===== src/source/turf_params.svh =====
`ifndef TURF_PARAMS_SVH
`define TURF_PARAMS_SVH

// Visible area of the frame buffer
`define SCREEN_W 160
`define SCREEN_H 120

// Last address of a whole-board sweep
// y runs over the full 7-bit range
`define SWEEP_LAST_X 159
`define SWEEP_LAST_Y 127

// Timer bar along the bottom row
`define TIMER_ROW 119
`define TIMER_END_X 158 // Game stops here

// Wait cycles per swept pixel, short for simulation
`define CLEAR_WAIT_CYCLES 2

// CLOCK_50 cycles per timer tick
`define TIMER_TICK_DIV 64

`endif


===== src/source/game_ctrl_pkg.sv =====
`default_nettype none

package game_ctrl_pkg;

  typedef enum logic [4:0] {
    START      = 5'd0,
    CLEAR      = 5'd1,
    CLEAR_WAIT = 5'd2,
    CLEAR_INC  = 5'd3,
    DRAW_P1    = 5'd4, // Everything from here on counts as started
    DRAW_P2    = 5'd5,
    DRAW_P3    = 5'd6,
    DRAW_P4    = 5'd7,
    DRAW_TIMER = 5'd8,
    END_CLEAR  = 5'd9,
    END_WAIT   = 5'd10,
    END_INC    = 5'd11,
    HALT       = 5'd12
  } game_state_e;

  // Decoded per state, 10 bits
  typedef struct packed {
    logic [3:0] player_sel;  // One-hot, bit 0 is player 1
    logic       timer_px;
    logic       sweep_plot;  // CLEAR or END_CLEAR
    logic       sweep_wait;
    logic       sweep_inc;
    logic       sweep_black; // Start sweep, not end sweep
    logic       started;
  } draw_cmd_t;

endpackage

`default_nettype wire


===== src/source/game_types_pkg.sv =====
`default_nettype none

package game_types_pkg;

  // One bit per RGB channel
  typedef logic [2:0] colour_t;

  localparam colour_t COLOUR_BLACK = 3'b000;
  localparam colour_t COLOUR_WHITE = 3'b111;

  typedef struct packed {
    logic [7:0] x; // Column, upper bits
    logic [6:0] y; // Row, lower bits
  } pos_xy_t;

  // Same word seen as a screen point or as a linear sweep address
  typedef union packed {
    pos_xy_t     xy;
    logic [14:0] addr;
  } pos_u;

  // One pixel write toward the frame buffer, 19 bits
  typedef struct packed {
    logic    plot;
    pos_u    pos;
    colour_t colour;
  } pixel_t;

endpackage

`default_nettype wire


===== src/source/board_clear.sv =====
`timescale 1ns/1ps
`default_nettype none

`include "turf_params.svh"

module board_clear
  import game_types_pkg::*;
  import game_ctrl_pkg::*;
(
  input  wire logic CLOCK_50,
  input  wire logic arst_n,
  input  draw_cmd_t cmd,
  output pos_u      sweep_pos,
  output logic      wait_done,
  output logic      sweep_last
);

  localparam int WAIT_W = $clog2(`CLEAR_WAIT_CYCLES + 1);

  logic [WAIT_W-1:0] wait_cnt;

  // Per-pixel wait, loaded when the pixel is plotted
  always_ff @(posedge CLOCK_50 or negedge arst_n)
  begin
    if (!arst_n)
      wait_cnt <= '0;
    else if (cmd.sweep_plot)
      wait_cnt <= WAIT_W'(`CLEAR_WAIT_CYCLES - 1);
    else if (cmd.sweep_wait && wait_cnt != '0)
      wait_cnt <= wait_cnt - 1'b1;
  end

  assign wait_done = (wait_cnt == '0);

  // Last point of the sweep, checked on the x/y view
  assign sweep_last = (sweep_pos.xy.x == 8'(`SWEEP_LAST_X)) &&
                      (sweep_pos.xy.y == 7'(`SWEEP_LAST_Y));

  // Linear address steps through every y of a column, then the next x
  always_ff @(posedge CLOCK_50 or negedge arst_n)
  begin
    if (!arst_n)
      sweep_pos.addr <= '0;
    else if (cmd.sweep_inc)
    begin
      if (sweep_last)
        sweep_pos.addr <= '0; // Ready for the next sweep
      else
        sweep_pos.addr <= sweep_pos.addr + 1'b1;
    end
  end

endmodule

`default_nettype wire


===== src/source/game_fsm.sv =====
`timescale 1ns/1ps
`default_nettype none

`include "turf_params.svh"

module game_fsm
  import game_ctrl_pkg::*;
(
  input  wire logic CLOCK_50,
  input  wire logic arst_n,
  input  wire logic start_key,
  input  wire logic running,
  input  wire logic wait_done,
  input  wire logic sweep_last,
  output draw_cmd_t cmd
);

  game_state_e state;
  game_state_e state_next;

  always_ff @(posedge CLOCK_50 or negedge arst_n)
  begin
    if (!arst_n)
      state <= START;
    else
      state <= state_next;
  end

  always_comb
  begin
    state_next = state;
    unique case (state)
      START:
        state_next = start_key ? CLEAR : START;

      // Board to black before play
      CLEAR:      state_next = CLEAR_WAIT;
      CLEAR_WAIT: state_next = wait_done ? CLEAR_INC : CLEAR_WAIT;
      CLEAR_INC:  state_next = sweep_last ? DRAW_P1 : CLEAR;

      // One round of the play loop
      DRAW_P1:    state_next = DRAW_P2;
      DRAW_P2:    state_next = DRAW_P3;
      DRAW_P3:    state_next = DRAW_P4;
      DRAW_P4:    state_next = DRAW_TIMER;
      DRAW_TIMER: state_next = running ? DRAW_P1 : END_CLEAR;

      // Board to white once the timer has run out
      END_CLEAR:  state_next = END_WAIT;
      END_WAIT:   state_next = wait_done ? END_INC : END_WAIT;
      END_INC:    state_next = sweep_last ? HALT : END_CLEAR;

      HALT:       state_next = HALT; // Left only through reset
      default:    state_next = START;
    endcase
  end

  // Moore outputs straight from the state register
  always_comb
  begin
    cmd = '0;
    unique case (state)
      CLEAR:
      begin
        cmd.sweep_plot  = 1'b1;
        cmd.sweep_black = 1'b1;
      end
      CLEAR_WAIT:
      begin
        cmd.sweep_wait  = 1'b1;
        cmd.sweep_black = 1'b1;
      end
      CLEAR_INC:
      begin
        cmd.sweep_inc   = 1'b1;
        cmd.sweep_black = 1'b1;
      end
      DRAW_P1:    cmd.player_sel = 4'b0001;
      DRAW_P2:    cmd.player_sel = 4'b0010;
      DRAW_P3:    cmd.player_sel = 4'b0100;
      DRAW_P4:    cmd.player_sel = 4'b1000;
      DRAW_TIMER: cmd.timer_px   = 1'b1;
      END_CLEAR:  cmd.sweep_plot = 1'b1;
      END_WAIT:   cmd.sweep_wait = 1'b1;
      END_INC:    cmd.sweep_inc  = 1'b1;
      default:    cmd = '0;
    endcase
    cmd.started = (state >= DRAW_P1); // Play loop, end sweep and halt
  end

endmodule

`default_nettype wire


===== src/source/pixel_writer.sv =====
`timescale 1ns/1ps
`default_nettype none

`include "turf_params.svh"

module pixel_writer
  import game_types_pkg::*;
  import game_ctrl_pkg::*;
(
  input  wire logic       CLOCK_50,
  input  wire logic       arst_n,
  input  draw_cmd_t       cmd,
  input  pos_u [3:0]      player_pos,
  input  pos_u            sweep_pos,
  input  wire logic [7:0] bar_x,
  output pixel_t          pixel
);

  // Player colours, index 0 is player 1
  localparam colour_t PLAYER_COLOUR [4] = '{3'b001, 3'b010, 3'b100, 3'b110};

  logic    plot_d;
  pos_u    pos_d;
  colour_t colour_d;

  logic    plot_q;
  pos_u    pos_q;
  colour_t colour_q;

  always_comb
  begin
    plot_d   = 1'b0;
    pos_d    = sweep_pos;
    colour_d = COLOUR_BLACK;
    if (cmd.sweep_plot)
    begin
      plot_d   = 1'b1;
      colour_d = cmd.sweep_black ? COLOUR_BLACK : COLOUR_WHITE;
    end
    else if (cmd.timer_px)
    begin
      plot_d      = 1'b1;
      pos_d.xy.x  = bar_x;
      pos_d.xy.y  = 7'(`TIMER_ROW); // Bottom row
      colour_d    = COLOUR_WHITE;
    end
    else
    begin
      for (int i = 0; i < 4; i++)
      begin
        if (cmd.player_sel[i])
        begin
          plot_d   = 1'b1;
          pos_d    = player_pos[i];
          colour_d = PLAYER_COLOUR[i];
        end
      end
    end
  end

  always_ff @(posedge CLOCK_50 or negedge arst_n)
  begin
    if (!arst_n)
      plot_q <= 1'b0;
    else
      plot_q <= plot_d;
  end

  // Position and colour of the pixel being written
  always_ff @(posedge CLOCK_50)
  begin
    pos_q    <= pos_d;
    colour_q <= colour_d;
  end

  assign pixel = '{plot: plot_q, pos: pos_q, colour: colour_q};

endmodule

`default_nettype wire


===== src/source/timer_bar.sv =====
`timescale 1ns/1ps
`default_nettype none

`include "turf_params.svh"

module timer_bar
  import game_ctrl_pkg::*;
(
  input  wire logic  CLOCK_50,
  input  wire logic  arst_n,
  input  draw_cmd_t  cmd,
  output logic [7:0] bar_x,
  output logic       running
);

  localparam int DIV_W = $clog2(`TIMER_TICK_DIV + 1);

  logic [DIV_W-1:0] div_cnt;
  logic             tick;
  logic [7:0]       bar_next;

  assign tick     = cmd.started && (div_cnt == DIV_W'(`TIMER_TICK_DIV - 1));
  assign bar_next = bar_x + 1'b1;

  // Prescaler runs only once play has begun
  always_ff @(posedge CLOCK_50 or negedge arst_n)
  begin
    if (!arst_n)
      div_cnt <= '0;
    else if (tick)
      div_cnt <= '0;
    else if (cmd.started)
      div_cnt <= div_cnt + 1'b1;
  end

  // Column and flag move on the same edge
  always_ff @(posedge CLOCK_50 or negedge arst_n)
  begin
    if (!arst_n)
    begin
      bar_x   <= '0;
      running <= 1'b1;
    end
    else if (tick && running)
    begin
      bar_x <= bar_next;
      if (bar_next >= 8'(`TIMER_END_X))
        running <= 1'b0; // Sticky until reset
    end
  end

endmodule

`default_nettype wire


===== src/source/turf_wars_top.sv =====
`timescale 1ns/1ps
`default_nettype none

`include "turf_params.svh"

module turf_wars_top
  import game_types_pkg::*;
  import game_ctrl_pkg::*;
(
  input  wire logic CLOCK_50,
  input  wire logic arst_n,
  input  wire logic start_key,
  input  pos_u [3:0] player_pos, // Index 0 is player 1
  output pixel_t    pixel
);

  draw_cmd_t  cmd;
  pos_u       sweep_pos;
  logic       wait_done;
  logic       sweep_last;
  logic       running;
  logic [7:0] bar_x;

  game_fsm u_fsm (
    .CLOCK_50   (CLOCK_50),
    .arst_n     (arst_n),
    .start_key  (start_key),
    .running    (running),
    .wait_done  (wait_done),
    .sweep_last (sweep_last),
    .cmd        (cmd)
  );

  board_clear u_clear (
    .CLOCK_50   (CLOCK_50),
    .arst_n     (arst_n),
    .cmd        (cmd),
    .sweep_pos  (sweep_pos),
    .wait_done  (wait_done),
    .sweep_last (sweep_last)
  );

  timer_bar u_timer (
    .CLOCK_50 (CLOCK_50),
    .arst_n   (arst_n),
    .cmd      (cmd),
    .bar_x    (bar_x),
    .running  (running)
  );

  pixel_writer u_writer (
    .CLOCK_50   (CLOCK_50),
    .arst_n     (arst_n),
    .cmd        (cmd),
    .player_pos (player_pos),
    .sweep_pos  (sweep_pos),
    .bar_x      (bar_x),
    .pixel      (pixel)
  );

endmodule

`default_nettype wire


===== config.mk =====
export PLATFORM = sky130hd
export DESIGN_NAME = turf_wars_top
export DESIGN_NICKNAME = d
export VERILOG_FILES = /design/src/source/game_ctrl_pkg.sv /design/src/source/game_types_pkg.sv /design/src/source/board_clear.sv /design/src/source/game_fsm.sv /design/src/source/pixel_writer.sv /design/src/source/timer_bar.sv /design/src/source/turf_wars_top.sv
export VERILOG_INCLUDE_DIRS = /design/src /design/src/source
export SDC_FILE = /design/constraint.sdc
export NUM_CORES = 1
export LEC_CHECK = 0
export BUFFER_PORTS_ARGS = -buffer_cell sky130_fd_sc_hd__buf_2
export CAP_MARGIN = 20
export CORE_MARGIN = 2
export CORE_UTILIZATION = 35
export CTS_BUF_LIST = sky130_fd_sc_hd__clkbuf_4 sky130_fd_sc_hd__clkbuf_8 sky130_fd_sc_hd__clkbuf_16
export DETAILED_ROUTE_END_ITERATION = 6
export PLACE_DENSITY = 0.58
export SYNTH_ARGS = -nofsm -noshare
export SYNTH_HDL_FRONTEND = slang
export SYNTH_SLANG_ARGS = --single-unit

===== constraint.sdc =====
create_clock -name CLOCK_50 -period 1.99 [get_ports CLOCK_50]
set_input_delay 0.0995 -clock CLOCK_50 [delete_from_list [all_inputs] [get_ports CLOCK_50]]
set_output_delay 0.0995 -clock CLOCK_50 [all_outputs]
set_load 0.02 [all_outputs]

Word-level counts from Yosys, hierarchy flattened
Index checks and enable logic that the tools add are counted.
{"block": "op_classes", "addsub": 4, "order_cmp": 2, "eq_ne": 15, "muxes": 37, "n_reduce_logical": 14}
{"cell": "$mux 15", "n": 7}
{"cell": "$pmux 5 s13", "n": 1}
{"cell": "$eq 5x4->1 const B", "n": 5}
{"cell": "$mux 3", "n": 7}
{"cell": "$eq 5x3->1 const B", "n": 4}
{"cell": "$pmux 4 s4", "n": 1}
{"cell": "$add 15x1->15 const B", "n": 1}
{"cell": "$mux 1", "n": 15}
{"cell": "$mux 7", "n": 2}
{"cell": "$eq 5x2->1 const B", "n": 2}
{"cell": "$add 8x1->8 const B", "n": 1}
{"cell": "$eq 8x8->1 const B", "n": 1}
{"cell": "$ge 8x8->1 const B", "n": 1}
{"cell": "$add 7x1->7 const B", "n": 1}
{"cell": "$eq 7x6->1 const B", "n": 1}
{"cell": "$eq 7x7->1 const B", "n": 1}
{"cell": "$mux 2", "n": 3}
{"cell": "$reduce_bool 2->1", "n": 3}
{"cell": "$reduce_or 2->1", "n": 3}
{"cell": "$eq 5x1->1 const B", "n": 1}
{"cell": "$ge 5x3->1 const B", "n": 1}
{"cell": "$logic_not 5->1", "n": 1}
{"cell": "$logic_and 1x1->1", "n": 4}
{"cell": "$mux 4", "n": 1}
{"cell": "other kinds (4)", "n": 4}
{"block": "word_totals", "ff_bits": 57, "in_bits": 63, "output_inout_bits": 19, "elab_cells": 81}

Logic depth before layout (Yosys ltp)
Gate-level depths: netlist (run 1).
{"block": "depth", "word_depth": 8, "ltp_mapped": 7}

Cells and area by module
Synthesis (run 1) repeated with hierarchy kept, for this count alone.
{"block": "hier_totals", "cells_unflattened": 337, "hier_area_um2": 3279.4}
{"module": "pixel_writer", "n_inst": 1, "cells_per_inst": 141, "area_per_inst_um2": 1275.0, "seq_area_each_um2": 385.4}
{"module": "board_clear", "n_inst": 1, "cells_per_inst": 80, "area_per_inst_um2": 860.8, "seq_area_each_um2": 425.4}
{"module": "timer_bar", "n_inst": 1, "cells_per_inst": 75, "area_per_inst_um2": 815.8, "seq_area_each_um2": 401.6}
{"module": "game_fsm", "n_inst": 1, "cells_per_inst": 41, "area_per_inst_um2": 327.8, "seq_area_each_um2": 100.1}

Worst setup path before layout (run 1)
Ideal clock, no wire load.
{"block": "synth_timing", "kind": "register -> register", "from": "register u_clear.sweep_pos[6] (netlist name)", "to": "register u_fsm.state[2]", "setup_ps": 126, "t_arrival_ps": 1530, "slack_ps": 334, "stages_incl_launch_ff": 7, "synth_period_minus_slack_ps": 1656, "path_cell_list": "dfrtp_1 -> and4_1 -> and3_1 -> clkbuf_1 -> and3_1 -> buf_2 -> a311o_1"}
{"block": "synth_via", "elab_chain_len": 4, "word_cells_on_any_way": 5, "classes_between": "eq/ne (1); mux (3); reduce/logical (1)"}
{"item": "start, declared", "line": "board_clear.sv:13", "rtl": "output pos_u sweep_pos,"}
{"item": "$eq 7x7->1 (*)", "line": "board_clear.sv:37", "rtl": "(sweep_pos.xy.y == 7'(`SWEEP_LAST_Y));"}
{"item": "$logic_and 1x1->1 (*)", "line": "board_clear.sv:36", "rtl": "assign sweep_last = (sweep_pos.xy.x == 8'(`SWEEP_LAST_X)) &&"}
{"item": "$mux 3", "line": "game_fsm.sv:39, game_fsm.sv:51"}
{"item": "$pmux 5 s13 (*)", "line": "game_fsm.sv:32", "rtl": "unique case (state)"}
{"item": "net u_fsm.state_next[2]", "line": "game_fsm.sv:19", "rtl": "game_state_e state_next;"}
{"item": "end signal, assigned", "line": "game_fsm.sv:26", "rtl": "state <= state_next;"}
{"item": "end, declared", "line": "game_fsm.sv:18", "rtl": "game_state_e state;"}
Mark *: on every way through the listed nets, which the timed path passes. The rest lies on a longest branch.
A chain may end at the register's enable or synchronous reset.

Worst setup path in the final report (run 1)
{"block": "layout_timing", "from": "register u_fsm.state[2]", "to": "register u_clear.sweep_pos[11] (netlist name)"}
{"block": "layout_via", "elab_chain_len": 3, "word_cells_on_any_way": 4, "classes_between": "eq/ne (2); mux (1); reduce/logical (1)"}
{"item": "$eq 5x2->1 or $eq 5x4->1 (tied branches)", "line": "game_fsm.sv:62", "rtl": "unique case (state)"}
{"item": "$reduce_or 2->1 (no line) (*)"}
{"item": "$mux 1 (*)", "line": "game_fsm.sv:62"}
Mark *: on every way between the ends. The rest lies on a longest branch, timed or not.

==> flow_summary.ini, run 1 <==
[cells_and_area]
final-instance-count-excl-fill = 544
num-fill-cells = 913
fin_nets = 500
area_growth_pct = 21.3
regArea_um2 = 1310
final_cell_mix = buf_2 (81), dfrtp_1 (37), nor2_1 (26)
final_common_cell = buf_2
layout-drive-gt1-share = 0.293
diodes = 0
multi_input_area_um2 = 1760

[global_route]
grt_pass1_wl_um = 14400
grt_overflow = 0
track_usage = 0.179
grt_max_degree = 39
grt_pass1_vias = 2890
antenna_found_initial = 0

[clocking]
clk_pin_slew_ns = 0.10
htreeDepth = 2
cts_tree = done
cts-buffers-inserted = 5
root_buffer = clkbuf_8
clk_latency_ns = 0.32
clock-sinks = 56
ctsResizeCount = 0
cts_max_path_buffers = 2

[synth]
ys_seq_area_frac = 0.402
synth_edf_count = 0
yosys_most_used_dff = dfrtp_1
syn_area_per_cell_um2 = 9.33
netlist_instances = 350
ys_warn_count = 0
synth_top_area_cell = dfrtp_1
syn_nets = 418
synthArstFlopShare = 0.679
netlist-cell-type-count = 57
synth_area_leaders = dfrtp_1 (28%), dfxtp_1 (11%), mux4_2 (4.8%), xnor2_1 (4.8%), a21oi_1 (3.2%)
synth-seq-cells = 56
synthDominantCellAreaShare = 0.284
syn_area_um2 = 3270

[routing]
met1_length_um = 4020
met3_length_um = 387
viasPerCell = 5.43
final_antenna_net_count = 0
wl_um = 8820
drt_iter0_drc = 161
wl_met2_um = 4350
top_layer = met4
vias = 2952
first_pass_iters = 4
avgRoutedWirePerCell_um = 16.2
drc = 0

[sta]
setup_violations = 0
worst_slew_pin_slew_ns = 0.888
fin_crit_sh = 0.914
hold_viol = 0
fin_setup_tns_ns = 0
clock.fmax_mhz = 550
rsz0062_at_grt = false
hold_slack_ns = 0.212
min_period_ns = 1.82
slew_headroom = 0.408
worst_clock_skew_ns = 0.00920
drv_slew = 0

[floorplan]
die_h_um = 101
num_rows = 35
start_util = 0.357
core_area_um2 = 9150
die-area_um2 = 10100
pin_count = 82
die_w_um = 101

[critical_path]
start_kind = flip-flop
arrival_ns = 2.07
path_class = reg2reg
critical_path_required_ns = 2.24
path_max_fanout = 16
critPathCaptureType = flip-flop

[place]
post-place-cells = 535
numPortBuffers = 81
gp_congestion = 0.825
dp_hpwl_um = 6700

[power_and_ir_drop]
leakage_nw = 1.83
peakVddDrop_v = 0.000414
p_per_area_nw_per_um2 = 503

[min_path]
hold_path.class = in2reg

[run]
cap_violations = 0

[run_status]
status = complete, no violations
-- power breakdown --
part	leakage, nW	switching [W]	total (W)	internal, W
sequential	0.647	0	0.00113	0.00113
combinational	1.12	0.0000395	0.0000975	0.0000580
clock	0.0586	0.000375	0.000763	0.000388
-- critical path: stages (launching register included) --
cell and delay (ns):
dfrtp_1 0.56, nand3b_4 0.30, or3_1 0.41, or3_1 0.35
a21oi_1 0.14
-- cell type report --
| class | count | area share |
|---|---|---|
| Multi-Input combinational cell | 251 | 0.445 |
| Timing Repair Buffer | 105 | 0.148 |
| Inverter | 13 | 0.0123 |
| Sequential cell | 56 | 0.331 |
| Clock inverter | 2 | 0.00884 |
| Clock buffer | 6 | 0.0193 |
| Tap cell | 111 | 0.0351 |
-- metrics by stage --
stage               cell area, um^2  utilization  power [W]  setup WS, ns
floorplan                      3270            -    0.00117         0.334
global placement               3840        0.420    0.00125         0.207
detailed placement             3840        0.420    0.00125         0.164
CTS                            3960        0.433    0.00202         0.153
global route                   3960        0.433    0.00205        0.0340
finish                         3960        0.433    0.00199         0.171
-- per-layer routing --
layer	up-vias	track usage
met3	7	0.0326
met5	-	0
li1	1433	-
met1	1451	0.247
met2	61	0.297
met4	0	0.0327
-- repair_timing --
action | in CTS | in global routing
hold endpoints to repair | 37 | 0
hold buffers | 1 | 0
setup buffers | 0 | 0
-- cell families after synthesis --
group / share of synthesized area
adders and majority gates: 0.0192
AOI/OAI and AO/OA: 0.213
xor gates and xnor gates: 0.0644
buffers and inverters: 0.0586
DFF: 0.402
muxes: 0.0644
and+or+nand+nor: 0.179
-- state kept, by name (all words and copies together), names as in the netlist --
name / flops
u_clear.sweep_pos: 15
u_writer.pos_q: 15
u_timer.bar_x: 8
u_timer.div_cnt: 7
u_fsm.state: 4
u_writer.colour_q: 3
u_clear.wait_cnt: 2
u_timer.running: 1
u_writer.plot_q: 1
-- worst paths after layout --
path,from,endpoint,slack (ns),cells after the start
max in group asynchronous,arst_n,u_fsm.state[2]$_DFF_PN0_,0.99,2
max,u_fsm.state[2]$_DFF_PN0_,u_clear.sweep_pos[11]$_DFFE_PN0P_,0.17,4
min,player_pos[48],u_writer.pos_q[3]$_DFF_P_,0.21,4
min reg2reg,u_timer.div_cnt[4]$_DFFE_PN0P_,u_timer.div_cnt[4]$_DFFE_PN0P_,0.50,1
min in group asynchronous,arst_n,u_timer.div_cnt[5]$_DFFE_PN0P_,0.45,2
max reg2reg,u_fsm.state[2]$_DFF_PN0_,u_clear.sweep_pos[11]$_DFFE_PN0P_,0.17,4
-- synth_stat cells (2+ instances only) --
cell type / instances
o221ai_1: 2
buf_2: 12
o21a_1: 3
nor2_1: 26
nand2b_1: 11
xor2_1: 6
a31o_2: 2
o22ai_1: 7
inv_1: 13
or3_1: 3
mux2i_1: 3
dfrtp_1: 37
buf_1: 3
nand2_1: 20
xnor2_1: 18
ha_1: 5
o31ai_1: 6
a22o_1: 3
dfxtp_1: 18
buf_4: 2
mux4_2: 7
nand4_1: 4
a31oi_1: 9
nand3_1: 9
or4_1: 2
o211ai_1: 2
o22a_1: 7
and4_1: 3
nor2b_1: 10
a21o_1: 2
a2bb2oi_1: 6
clkbuf_1: 12
and3_1: 6
a221o_1: 6
o21ai_0: 18
a21oi_1: 21
nor3_1: 4
nor4_1: 2
mux2_2: 2
Note: power is estimated with default switching activity, not from simulation.
==> run 2: changes to the inputs <==
Settings changed: ABC_AREA set to 1, SYNTH_HIERARCHICAL set to 1.
==> run 2 against run 1 <==
Hold slack worse by 0.11 ns. Global-route usage is 1.2 points higher. Utilization is 1.3 points lower. Cell area is 7.4% higher. Non-clock buffer count is 11 lower. Synthesized area is 10% higher. Die area is 9.8% higher. Combinational power is 4.8% lower. Via count is 21% higher. Critical path type unchanged. Critical endpoint is now u_fsm/state[0]$_DFF_PN0_.
==> flow_summary.ini, run 2 <==
[run_status]
status = complete, no violations

[floorplan]
die_w_um = 105
die_h_um = 105
core_area_um2 = 10100
num_rows = 37
start_util = 0.355
pin_count = 82
die-area_um2 = 11100

[critical_path]
start_kind = flip-flop
worstPathCellList = ha_1 > nand3_2 > nor4_1 > buf_4 > inv_1 > nand2_1 > nand2_1 > nor2_1 > nand2_1
path_max_fanout = 6
critPathCaptureType = flip-flop
arrival_ns = 1.97
cpPeakStageDelay_ns = 0.46
worst-path-buf-inv = 2
r2r-start = u_clear/sweep_pos[1]$_DFFE_PN0P_
critPathLaunch = u_clear/sweep_pos[1]$_DFFE_PN0P_
cp_top_family = simple AND/OR/NAND/NOR gates
cp_common_cell = nand2_1
cp_slowest_cell = dfrtp_1
critical_path_required_ns = 2.19
path_class = reg2reg

[cells_and_area]
top_regs = u_clear/sweep_pos: 15 flops, u_writer/pos_q: 15 flops, u_timer/bar_x: 8 flops
final_common_cell = nand2_1
area_growth_pct = 18.2
final_area_um2 = 4250
fin_nets = 677
diodes = 0
layout-drive-gt1-share = 0.231
final_cell_mix = nand2_1 (136), nor2_1 (94), buf_2 (81)

[global_route]
use_met2 = 0.292
grt_pass1_wl_um = 17000
track_usage = 0.191
use_met3 = 0.0309
grt_overflow = 0
grt_max_degree = 26
antenna_found_initial = 0
grtUsageMet1 = 0.280
grt_pass1_vias = 3322
top_usage_layer = met2

[synth]
syn_nets = 591
synth_area_leaders = dfrtp_1 (26%), nand2_1 (14%), dfxtp_1 (10%), nor2_1 (9.9%), nand3_1 (7.1%)
synthDominantCellAreaShare = 0.257
ys_seq_area_frac = 0.365
synthArstFlopShare = 0.679
yosysMostFrequentCell = nand2_1
synth_top_area_cell = dfrtp_1
synth-seq-cells = 56
yosys_most_used_dff = dfrtp_1
syn_area_per_cell_um2 = 6.88
ys_warn_count = 6
netlist_instances = 523
netlist-cell-type-count = 39
synth_edf_count = 0
syn_area_um2 = 3600
synth_common_cells = nand2_1 (136), nor2_1 (95), nand3_1 (51), inv_1 (48), dfrtp_1 (37)

[clocking]
root_buffer = clkbuf_8
clk_latency_ns = 0.30
clk_pin_slew_ns = 0.10
cts_tree = done
clock-sinks = 56
cts.repair_timing.setup_buffer_count = 0
cts_max_path_buffers = 2
htreeDepth = 2
cts-buffers-inserted = 5

[sta]
min_period_ns = 1.77
hold_slack_ns = 0.0974
clock.fmax_mhz = 566
rsz0062_at_grt = false
slew_headroom = 0.604
fin_crit_sh = 0.888
drv_slew = 0
fin_ws_ns = 0.222
worst_slew_pin_slew_ns = 0.594
fin_setup_tns_ns = 0
setup_violations = 0
worst_clock_skew_ns = 0.00756
hold_viol = 0

[min_path]
hold_path.class = in2reg
hp-start = player_pos[49]

[place]
gp_congestion = 0.898
dp_hpwl_um = 7960
numPortBuffers = 81
place_area_um2 = 4160
dpl_worst_slack_ns = 0.201

[routing]
wl_um = 10200
vias = 3564
final_antenna_net_count = 0
first_pass_iters = 4
drt_iter0_drc = 276
drc = 0
avgRoutedWirePerCell_um = 13.7
viasPerCell = 4.78

[power_and_ir_drop]
p_per_area_nw_per_um2 = 439
leakage_nw = 2.20
peakVddDrop_v = 0.000260

[run]
cap_violations = 0
[run 2: cell count changes after synthesis, sizes merged, moves of 7 or more]
cell,delta
nand3,+46
clkbuf,-11
nor2b,-10
nand2,+118
xnor2,-13
mux4,-7
a21oi,+14
nor2,+83
nand2b,-11
o22a,-7
inv,+42
o22ai,-7
[run 2: kinds of logic after synthesis]
| logic type | after synthesis | share of synthesized area |
|---|---|---|
| AOI/OAI and AO/OA | 64 | 0.106 |
| buffers and inverters | 72 | 0.0959 |
| adders and majority gates | 5 | 0.0174 |
| xor gates and xnor gates | 11 | 0.0268 |
| and+or+nand+nor | 315 | 0.389 |
| DFF | 56 | 0.365 |
[run 2: worst paths after layout]
kind                                                         end  slack (ns)  cells after the start
worst max-delay path                    u_fsm/state[0]$_DFF_PN0_        0.22                      9
worst max register to register          u_fsm/state[0]$_DFF_PN0_        0.22                      9
max in group asynchronous            u_timer/running$_DFFE_PN1P_        1.02                      3
min in group asynchronous       u_clear/sweep_pos[1]$_DFFE_PN0P_        0.32                      2
worst min register to register       u_timer/running$_DFFE_PN1P_        0.49                      2
worst min-delay path                   u_writer/pos_q[4]$_DFF_P_         0.1                      5
[run 2: worst register-to-register path, delay by kind of cell (launching register included)]
kind | cells | cell delay [ns]
buffers and inverters | 2 | 0.21
flip-flops | 1 | 0.46
adder cells (fa/ha/maj) | 1 | 0.23
AND/OR/NAND/NOR | 6 | 0.76
[run 2: timing repair]
action                                 CTS  global route
resized for setup                        0             0
endpoints found under the hold margin   21             0
hold buffers                             1             0
[run 2: final cells by class]
class	instances	area, um^2
Clock buffer	7	83.8
Timing Repair Buffer	94	518
Multi-Input combinational cell	395	1940
Inverter	57	220
Sequential cell	56	1310
Fill cell	1066	5880
Clock inverter	1	5.00
Tap cell	136	170
[run 2: metrics by stage]
| step | instances | utilization | power, W |
|---|---|---|---|
| after global routing | 746 | 0.420 | 0.00195 |
| after CTS | 746 | 0.420 | 0.00190 |
| after global placement | 737 | 0.410 | 0.00125 |
| after detailed placement | 737 | 0.410 | 0.00125 |
| final | 746 | 0.420 | 0.00187 |
| after floorplan | 523 | - | 0.00116 |
[run 2: per-layer routing]
metal / wire [um] / part of all wire
met2: 4390 / 0.43
met1: 4980 / 0.49
met3: 693 / 0.068
met4: 161 / 0.016
met5: 0 / 0
[run 2: where the power goes]
part / internal [W] / switching, W
combinational: 0.0000466 / 0.0000463
clock: 0.000276 / 0.000366
sequential: 0.00113 / 0
total: 0.00145 / 0.000413
==> run 3: changes to the inputs <==
Settings changed: REMOVE_ABC_BUFFERS set to 1.
==> run 3 against run 2 <==
Routed wire length grew 0.54%. Flip-flop and latch count is the same. Largest cell class unchanged. Power grew 6.9%. Highest routed layer unchanged.
==> flow_summary.ini, run 3 (synthesis results as in run 2) <==
[sta]
fin_crit_sh = 0.904
min_period_ns = 1.80
worst_clock_skew_ns = 0.00855
clock.fmax_mhz = 556
drv_slew = 0
slew_headroom = 0.691
worst_slew_pin_slew_ns = 0.463
rsz0062_at_grt = false
setup_violations = 0
hold_viol = 0

[global_route]
grt_max_degree = 26
track_usage = 0.191
antenna_found_initial = 0
grt_overflow = 0
grt_pass1_vias = 3590
grt_pass1_wl_um = 17100

[power_and_ir_drop]
peakVddDrop_v = 0.000318
p_per_area_nw_per_um2 = 463
leakage_nw = 2.23

[critical_path]
path_max_fanout = 19
cp_top_family = simple AND/OR/NAND/NOR gates
path_class = reg2reg
critPathCaptureType = flip-flop
critical_path_required_ns = 2.21
cp_common_cell = nor2_1
cp_slowest_cell = dfrtp_1
worstPathCellList = inv_2 > nor2_4 > inv_2 > nor2_1 > inv_4 > nor2_1 > nor2_1 > a21oi_1 > nor2_1
arrival_ns = 2.02
worst-path-buf-inv = 3
start_kind = flip-flop
cpPeakStageDelay_ns = 0.50

[run_status]
status = complete, no violations

[clocking]
clock-sinks = 56
root_buffer = clkbuf_8
cts_tree = done
clk_latency_ns = 0.32
cts-buffers-inserted = 5
cts_max_path_buffers = 2
cts.repair_timing.setup_buffer_count = 0
htreeDepth = 2
clk_pin_slew_ns = 0.10

[floorplan]
die_w_um = 105
core_area_um2 = 10100
die_h_um = 105
start_util = 0.355
pin_count = 82
num_rows = 37
die-area_um2 = 11100

[cells_and_area]
final_common_cell = nand2_1
final_util = 0.425
final_cell_mix = nand2_1 (136), nor2_1 (94), buf_2 (81)
top_regs = u_clear/sweep_pos: 15 flops, u_writer/pos_q: 15 flops, u_timer/bar_x: 8 flops
diodes = 0
fin_nets = 681
final-instance-count-excl-fill = 750
layout-drive-gt1-share = 0.236
area_growth_pct = 19.8

[min_path]
hold_path.class = in2reg

[run]
cap_violations = 0

[routing]
top_layer = met4
wl_met2_um = 4460
vias = 3712
wl_um = 10300
final_antenna_net_count = 0
first_pass_iters = 5
avgRoutedWirePerCell_um = 13.7
drc = 0
viasPerCell = 4.95
met3_length_um = 783
met1_length_um = 4760
drt_iter0_drc = 194

[place]
dp_hpwl_um = 7960
numPortBuffers = 81
post-place-cells = 741
gp_congestion = 0.890
-- run 3: repair_timing --
action | 4_1_cts | 5_1_grt
endpoints found under the hold margin | 14 | 0
resized for setup | 0 | 1
hold buffers | 1 | 0
endpoints found under the setup margin | 0 | 1
-- run 3: path summary, 6_finish.rpt --
path	startpoint	end	slack, ns	cells past startpoint
min in group asynchronous	arst_n	u_clear/sweep_pos[12]$_DFFE_PN0P_	0.21	2
max reg2reg	u_fsm/state[2]$_DFF_PN0_	u_writer/pos_q[0]$_DFF_P_	0.19	9
max in group asynchronous	arst_n	u_timer/running$_DFFE_PN1P_	1.18	3
min reg2reg	u_timer/running$_DFFE_PN1P_	u_timer/running$_DFFE_PN1P_	0.49	2
max	u_fsm/state[2]$_DFF_PN0_	u_writer/pos_q[0]$_DFF_P_	0.19	9
min	player_pos[33]	u_writer/pos_q[3]$_DFF_P_	0.09	5
-- run 3: power breakdown --
part           total [W]  leakage [nW]  internal (W)  switching (W)
Sequential       0.00113         0.647       0.00113              0
Clock           0.000777        0.0541      0.000374       0.000403
Combinational  0.0000870          1.53     0.0000463      0.0000406
Total            0.00200          2.23       0.00155       0.000444
-- run 3: area by class of cell --
type	instances	area, um^2
fill	1077	5830
multi-input combinational	395	1950
sequential	56	1310
timing repair buffer	98	548
inverter	57	220
tap	136	170
clock buffer	5	68.8
clock inverter	3	42.5
-- run 3: worst reg2reg max path: cells and delay by family (launching register included) --
family	cells	cell delay (ns)
compound gates	1	0.17
simple gates	5	0.68
buf+inv	3	0.36
flops	1	0.50
-- run 3: per-layer routing --
metal / global-route usage / vias to the layer above
li1: - / 1840
met1: 0.263 / 1701
met2: 0.304 / 149
met3: 0.0309 / 22
met4: 0.0638 / 0
met5: 0 / -
-- run 3: metrics by stage --
step	hold WS, ns	TNS [ns]	power [W]	instance area (um^2)	worst slack, ns
2_1_floorplan	-0.196	-2.49	0.00116	3470	-0.204
3_3_place_gp	0.0165	0	0.00124	4190	0.269
3_5_place_dp	0.0188	0	0.00124	4190	0.181
4_1_cts	0.0744	0	0.00203	4310	0.160
5_1_grt	0.0993	0	0.00208	4310	0.0396
6_report	0.0887	0	0.00200	4310	0.192
